**config.mk**
```make
export PLATFORM = sky130hd
export DESIGN_NAME = mm_reset
export DESIGN_NICKNAME = d
export VERILOG_FILES = /design/src/reset_ctrl_pkg.sv /design/src/reset_ctrl_if.sv /design/src/mm_reset.sv /design/src/reset_channels.sv /design/src/reset_pulse_hold.sv /design/src/mm_reg_bank.sv
export SDC_FILE = /design/constraint.sdc
export NUM_CORES = 1
export LEC_CHECK = 0
export BUFFER_PORTS_ARGS = -buffer_cell sky130_fd_sc_hd__buf_2
export CORE_UTILIZATION = 40
export CTS_BUF_LIST = sky130_fd_sc_hd__clkbuf_4 sky130_fd_sc_hd__clkbuf_8
export DETAILED_ROUTE_END_ITERATION = 7
export HOLD_SLACK_MARGIN = 0.06
export PLACE_DENSITY = 0.63
export RECOVER_POWER = 50
export SYNTH_ARGS = -nofsm -noshare
export SYNTH_HDL_FRONTEND = slang
export SYNTH_SLANG_ARGS = --single-unit
```
**constraint.sdc**
```tcl
create_clock -name clk -period 2.3 [get_ports clk]
set_input_delay 0.115 -clock clk [delete_from_list [all_inputs] [get_ports clk]]
set_output_delay 0.115 -clock clk [all_outputs]
set_load 0.05 [all_outputs]
```
**src/reset_ctrl_pkg.sv**
```systemverilog
package reset_ctrl_pkg;

    // Register file geometry
    localparam int REG_BITS  = 32;
    localparam int N_REGS    = 4;
    localparam int ADDR_BITS = $clog2(N_REGS);
    localparam int N_BYTES   = REG_BITS / 8;

    // One timed pulse and one level per channel
    localparam int N_PULSE = 2;

    typedef logic [REG_BITS-1:0] reg_word_t;

    // Word addresses as seen on the Avalon-MM port
    typedef enum logic [ADDR_BITS-1:0] {
        REG_RESET0  = 2'd0,
        REG_RESET1  = 2'd1,
        REG_PRESET0 = 2'd2,
        REG_PRESET1 = 2'd3
    } reg_index_t;

endpackage
```
**src/reset_ctrl_if.sv**
```systemverilog
interface reset_ctrl_if
    import reset_ctrl_pkg::*;
();

    // One-cycle strobe per trigger register
    logic [N_PULSE-1:0] pulse_strobe;

    // One-cycle strobe per level register, with the stored words
    logic [N_PULSE-1:0] level_load;
    reg_word_t [N_PULSE-1:0] level_word;

    // Live pulse state, read back through the trigger registers
    logic [N_PULSE-1:0] pulse_active;

    modport bank (
        output pulse_strobe,
        output level_load,
        output level_word,
        input  pulse_active
    );

    modport channels (
        input  pulse_strobe,
        input  level_load,
        input  level_word,
        output pulse_active
    );

endinterface

```
**src/mm_reset.sv**
```systemverilog
module mm_reset
    import reset_ctrl_pkg::*;
#(
    parameter int CYCLES = 100
) (
    input  logic                 clk,
    input  logic                 rst,

    // Avalon-MM slave, no waitrequest
    input  logic [ADDR_BITS-1:0] mm_address,
    input  logic [N_BYTES-1:0]   mm_byteenable,
    input  logic                 mm_read,
    input  logic                 mm_write,
    input  reg_word_t            mm_writedata,
    output reg_word_t            mm_readdata,

    output logic                 reset0,
    output logic                 reset1,
    output logic                 preset0,
    output logic                 preset1
);

    logic [N_PULSE-1:0] pulse_out;
    logic [N_PULSE-1:0] level_out;

    reset_ctrl_if ctrl ();

    mm_reg_bank u_bank (
        .clk           (clk),
        .rst           (rst),
        .mm_address    (mm_address),
        .mm_byteenable (mm_byteenable),
        .mm_read       (mm_read),
        .mm_write      (mm_write),
        .mm_writedata  (mm_writedata),
        .mm_readdata   (mm_readdata),
        .ctrl          (ctrl.bank)
    );

    reset_channels #(
        .CYCLES (CYCLES)
    ) u_channels (
        .clk       (clk),
        .rst       (rst),
        .ctrl      (ctrl.channels),
        .pulse_out (pulse_out),
        .level_out (level_out)
    );

    assign reset0  = pulse_out[0];
    assign reset1  = pulse_out[1];
    assign preset0 = level_out[0];
    assign preset1 = level_out[1];

endmodule

```
**src/reset_channels.sv**
```systemverilog
module reset_channels
    import reset_ctrl_pkg::*;
#(
    parameter int CYCLES = 100
) (
    input  logic               clk,
    input  logic               rst,

    reset_ctrl_if.channels     ctrl,

    output logic [N_PULSE-1:0] pulse_out,
    output logic [N_PULSE-1:0] level_out
);

    // One stretcher per trigger register
    for (genvar ch = 0; ch < N_PULSE; ch++) begin : g_pulse
        reset_pulse_hold #(
            .CYCLES (CYCLES)
        ) u_hold (
            .clk     (clk),
            .rst     (rst),
            .trigger (ctrl.pulse_strobe[ch]),
            .active  (pulse_out[ch])
        );
    end

    // Status back to the bank for readback
    assign ctrl.pulse_active = pulse_out;

    // Level outputs follow the stored word once it is loaded
    always_ff @(posedge clk) begin
        if (rst) begin
            level_out <= '0;
        end else begin
            for (int ch = 0; ch < N_PULSE; ch++) begin
                if (ctrl.level_load[ch]) begin
                    level_out[ch] <= |ctrl.level_word[ch];
                end
            end
        end
    end

endmodule

```
**src/reset_pulse_hold.sv**
```systemverilog
module reset_pulse_hold #(
    parameter int CYCLES = 100
) (
    input  logic clk,
    input  logic rst,
    input  logic trigger,
    output logic active
);

    localparam int CNT_BITS = $clog2(CYCLES + 1);

    // Cycles left in the current pulse
    logic [CNT_BITS-1:0] count;

    // A trigger always reloads, so a retrigger extends the pulse
    always_ff @(posedge clk) begin
        if (rst) begin
            count <= '0;
        end else if (trigger) begin
            count <= CNT_BITS'(CYCLES);
        end else if (count != '0) begin
            count <= count - 1'b1;
        end
    end

    // High for exactly CYCLES cycles after the trigger is sampled
    assign active = (count != '0);

endmodule

```
**src/mm_reg_bank.sv**
```systemverilog
module mm_reg_bank
    import reset_ctrl_pkg::*;
(
    input  logic                 clk,
    input  logic                 rst,

    input  logic [ADDR_BITS-1:0] mm_address,
    input  logic [N_BYTES-1:0]   mm_byteenable,
    input  logic                 mm_read,
    input  logic                 mm_write,
    input  reg_word_t            mm_writedata,
    output reg_word_t            mm_readdata,

    reset_ctrl_if.bank           ctrl
);

    reg_index_t index;
    reg_word_t  read_word;

    // Keep old bytes where the lane is disabled
    function automatic reg_word_t merge_bytes(
        input reg_word_t          old_word,
        input reg_word_t          new_word,
        input logic [N_BYTES-1:0] lanes
    );
        reg_word_t result;
        result = old_word;
        for (int b = 0; b < N_BYTES; b++) begin
            if (lanes[b]) begin
                result[8*b +: 8] = new_word[8*b +: 8];
            end
        end
        return result;
    endfunction

    assign index = reg_index_t'(mm_address);

    // Trigger registers report the live pulse in bit 0 only
    always_comb begin
        read_word = '0;
        case (index)
            REG_RESET0: begin
                read_word[0] = ctrl.pulse_active[0];
            end
            REG_RESET1: begin
                read_word[0] = ctrl.pulse_active[1];
            end
            REG_PRESET0: begin
                read_word = ctrl.level_word[0];
            end
            REG_PRESET1: begin
                read_word = ctrl.level_word[1];
            end
            default: begin
                read_word = '0;
            end
        endcase
    end

    // Fixed read latency of one cycle, data held between reads
    always_ff @(posedge clk) begin
        if (rst) begin
            mm_readdata <= '0;
        end else if (mm_read) begin
            mm_readdata <= read_word;
        end
    end

    // Write decode: strobes last exactly one cycle
    always_ff @(posedge clk) begin
        if (rst) begin
            ctrl.pulse_strobe <= '0;
            ctrl.level_load   <= '0;
            ctrl.level_word   <= '0;
        end else begin
            ctrl.pulse_strobe <= '0;
            ctrl.level_load   <= '0;
            if (mm_write) begin
                case (index)
                    REG_RESET0: begin
                        ctrl.pulse_strobe[0] <= 1'b1;
                    end
                    REG_RESET1: begin
                        ctrl.pulse_strobe[1] <= 1'b1;
                    end
                    REG_PRESET0: begin
                        ctrl.level_word[0] <= merge_bytes(ctrl.level_word[0],
                                                          mm_writedata, mm_byteenable);
                        ctrl.level_load[0] <= 1'b1;
                    end
                    REG_PRESET1: begin
                        ctrl.level_word[1] <= merge_bytes(ctrl.level_word[1],
                                                          mm_writedata, mm_byteenable);
                        ctrl.level_load[1] <= 1'b1;
                    end
                    default: begin
                        ctrl.pulse_strobe <= '0;
                    end
                endcase
            end
        end
    end

endmodule

```
==> flow_summary.yaml <==
floorplanning:
  dieHeight_um: 113
  coreArea_mm2: 0.0120
  rows: 40
  ioPinCount: 78
  die_width_um: 113
  dieArea_mm2: 0.0127
  initial_core_util_pct: 41.0
setup_path:
  crit_arrival_ns: 2.07
  critPathRequiredTime_ns: 2.18
  critPathKind: "reg2out"
  crit_path_end_kind: "output port"
  max_stage_delay_ns: 0.51
  critPathLaunchType: "flip-flop"
  crit_chain: "inv_1 -> ha_2 -> or4b_4 -> nor3_4 -> inv_2 -> buf_4"
  slowest_stage: "or4b_4"
  path_max_fanout: 4
synth:
  ys_seq_area_share_pct: 47.4
  synth_seq_cells: 116
  synth_edf_count: 0
  synth_nets: 631
  ys_warn_count: 0
  syn_area_per_cell_um2: 8.35
  syn-cell-area_mm2: 0.00490
  ys_types: 44
  synthCells: 587
  ys.flop_type: "dfxtp_1"
  async_flop_share_pct: 0
final_layout:
  utilization_pct: 51.0
  fin_area_mm2: 0.00610
  layout_common_cells: "nand2_1, dfxtp_1, a21oi_1"
  fin_cells: 847
  final_common_cell: "nand2_1"
  layout.nets: 730
  areaGrowthSynthToFinish_pct: 24.5
  drive_gt1_share_pct: 22.9
timing:
  skew_ns: 0.00863
  finalHoldViolCount: 0
  rsz0062_at_grt: "no"
  drv_slew: 0
  post-route-min-period_ns: 2.19
  period_share_pct: 95.2
  postLayoutSetupSlackWorst_ns: 0.111
  fin_setup_tns_ns: 0
  timing.fmax_ghz: 0.457
  worst_pin_slew_ns: 1.32
  slew_headroom_pct: 12.2
  setup_violations: 0
drt:
  wl_mm: 13.0
  top_layer: "met4"
  num_vias: 4432
  drt_first_pass_iters: 5
  routed-wl-met2_mm: 6.34
  drc_errors: 0
  ant_nets: 0
  wl_per_cell_um: 15.3
  drtIter0Drc: 372
  wl_met1_mm: 5.89
  viasPerCell: 5.23
  met3_length_um: 635
power:
  p_sw_share_pct: 30.2
  combinationalPowerShare_pct: 21.1
  cellLeakagePower_nw: 2.41
  p_per_area_mw_per_mm2: 877
  seq_power_share_pct: 42.7
  peakVddDrop_mv: 0.419
  p_int_mw: 3.73
  p_sw_mw: 1.62
  clock_power_share_pct: 36.1
clocking:
  clock_latency_ns: 0.43
  cts_root_buffer: "clkbuf_8"
  cts_tree: "yes"
  cts_max_level: 4
  cts.clk_slew.worst_paths_ns: 0.07
  clk_path_buf_depth: 2
  numCtsBuffers: 17
  cts_sinks: 116
job:
  cap_viol_max_count: 0
min_path:
  min_path_type: "in2reg"
placed_design:
  dp_hpwl_mm: 8.69
  gp_congestion: 0.781
  post-place-cells: 778
  port_buffers: 77
  place_ws_ns: 0.430
  place_area_mm2: 0.00537
global_route:
  grt_pass1_wl_mm: 20.8
  grt_usage_pct: 21.0
  grt_pass1_vias: 4191
  antenna_found_initial: 1
  grt_start_max_net_pins: 67
  gr-total-overflow: 0
outcome:
  outcome: "completed"
==> timing repair <==
item | in CTS | in global routing
hold endpoints to repair | 64 | 0
gates resized for setup | 0 | 4
setup endpoints to repair | 0 | 1
buffers inserted | 0 | 4
hold buffers | 32 | 0
==> stage by stage <==
step	hold slack, ns	power [mW]
final	0.0919	5.35
after floorplan	0.191	3.08
after global placement	0.368	3.23
after global routing	0.103	5.59
after detailed placement	0.374	3.29
after CTS	0.0667	5.26
==> cell type report <==
class,instances,area [µm²]
Clock inverter,8,98.8
Inverter,13,48.8
Clock buffer,24,312
Tap cell,147,184
Antenna cell,1,2.50
Fill cell,1145,5860
Sequential cell,116,2320
Multi-Input combinational cell,420,2360
Timing Repair Buffer,118,771
==> synthesized netlist by cell type (2+ instances only) <==
| master | count | area, µm² |
|---|---|---|
| clkbuf_2 | 2 | 10.0 |
| o31a_1 | 2 | 17.5 |
| a2111oi_0 | 3 | 26.3 |
| nand4b_1 | 4 | 35.0 |
| and4b_1 | 4 | 40.0 |
| buf_6 | 2 | 22.5 |
| nor2b_1 | 33 | 206 |
| nor4b_1 | 2 | 17.5 |
| ha_1 | 2 | 25.0 |
| nor4_1 | 18 | 113 |
| or4_1 | 4 | 30.0 |
| buf_2 | 5 | 25.0 |
| a31oi_1 | 2 | 12.5 |
| nand2b_1 | 2 | 12.5 |
| nand4_1 | 6 | 37.5 |
| o21ai_0 | 5 | 25.0 |
| nand3_1 | 2 | 10.0 |
| o31ai_1 | 3 | 22.5 |
| nor2_1 | 37 | 139 |
| nor3b_1 | 2 | 15.0 |
| nand2_1 | 130 | 488 |
| dfxtp_1 | 116 | 2320 |
| a2111oi_2 | 2 | 30.0 |
| a21oi_1 | 102 | 510 |
| and4_1 | 4 | 35.0 |
| clkbuf_1 | 23 | 86.3 |
| buf_1 | 5 | 18.8 |
| inv_1 | 12 | 45.0 |
| nor3_1 | 7 | 35.0 |
| mux2_2 | 32 | 360 |
==> path summary, 6_finish.rpt <==
kind | from | end | slack, ns | depth (start not counted)
worst max-delay path | u_channels.g_pulse[0].u_hold.count[1] | reset0 | 0.11 | 6
worst min-delay path | mm_address[1] | u_bank.ctrl.level_load[1] | 0.09 | 3
worst max register to register | u_channels.g_pulse[0].u_hold.count[1] | u_channels.g_pulse[0].u_hold.count[1] | 0.37 | 7
worst min register to register | u_bank.ctrl.level_word[8] | u_bank.ctrl.level_word[8] | 0.47 | 2
==> power groups by stage <==
stage          Combinational (mW)  Sequential [mW]  Clock [mW]
2_1_floorplan               0.793             2.29           0
3_3_place_gp                0.930             2.30           0
3_5_place_dp                0.977             2.32           0
4_1_cts                      1.02             2.28        1.96
5_1_grt                      1.24             2.30        2.05
6_report                     1.13             2.29        1.93
==> cell families after synthesis <==
| kind of cell | synth area share [%] |
|---|---|
| mux | 7.35 |
| xor+xnor | 0.179 |
| compound gates | 13.9 |
| fa+ha+maj | 0.510 |
| simple gates | 26.3 |
| buf+inv | 4.47 |
| flops | 47.4 |
==> state kept, by name, indices dropped and copies added (netlist names) <==
signal                           cells
u_bank.ctrl.level_load               2
u_bank.ctrl.level_word              64
u_bank.ctrl.pulse_strobe             2
u_bank.mm_readdata                  32
u_channels.g_pulse.u_hold.count     14
u_channels.level_out                 2
==> per-layer routing <==
metal	vias to the layer above	global-route usage [%]
li1	2224	-
met1	2083	27.0
met2	114	34.8
met3	11	5.84
met4	0	5.60
met5	-	0
==> worst max-delay path, delay by kind of cell (launching register included) <==
kind	cells	cell delay [ns]
and+or+nand+nor	2	0.75
buffers and inverters	3	0.35
DFF	1	0.34
adders and majority gates	1	0.20
No activity file was read; power rests on OpenSTA's default activity.
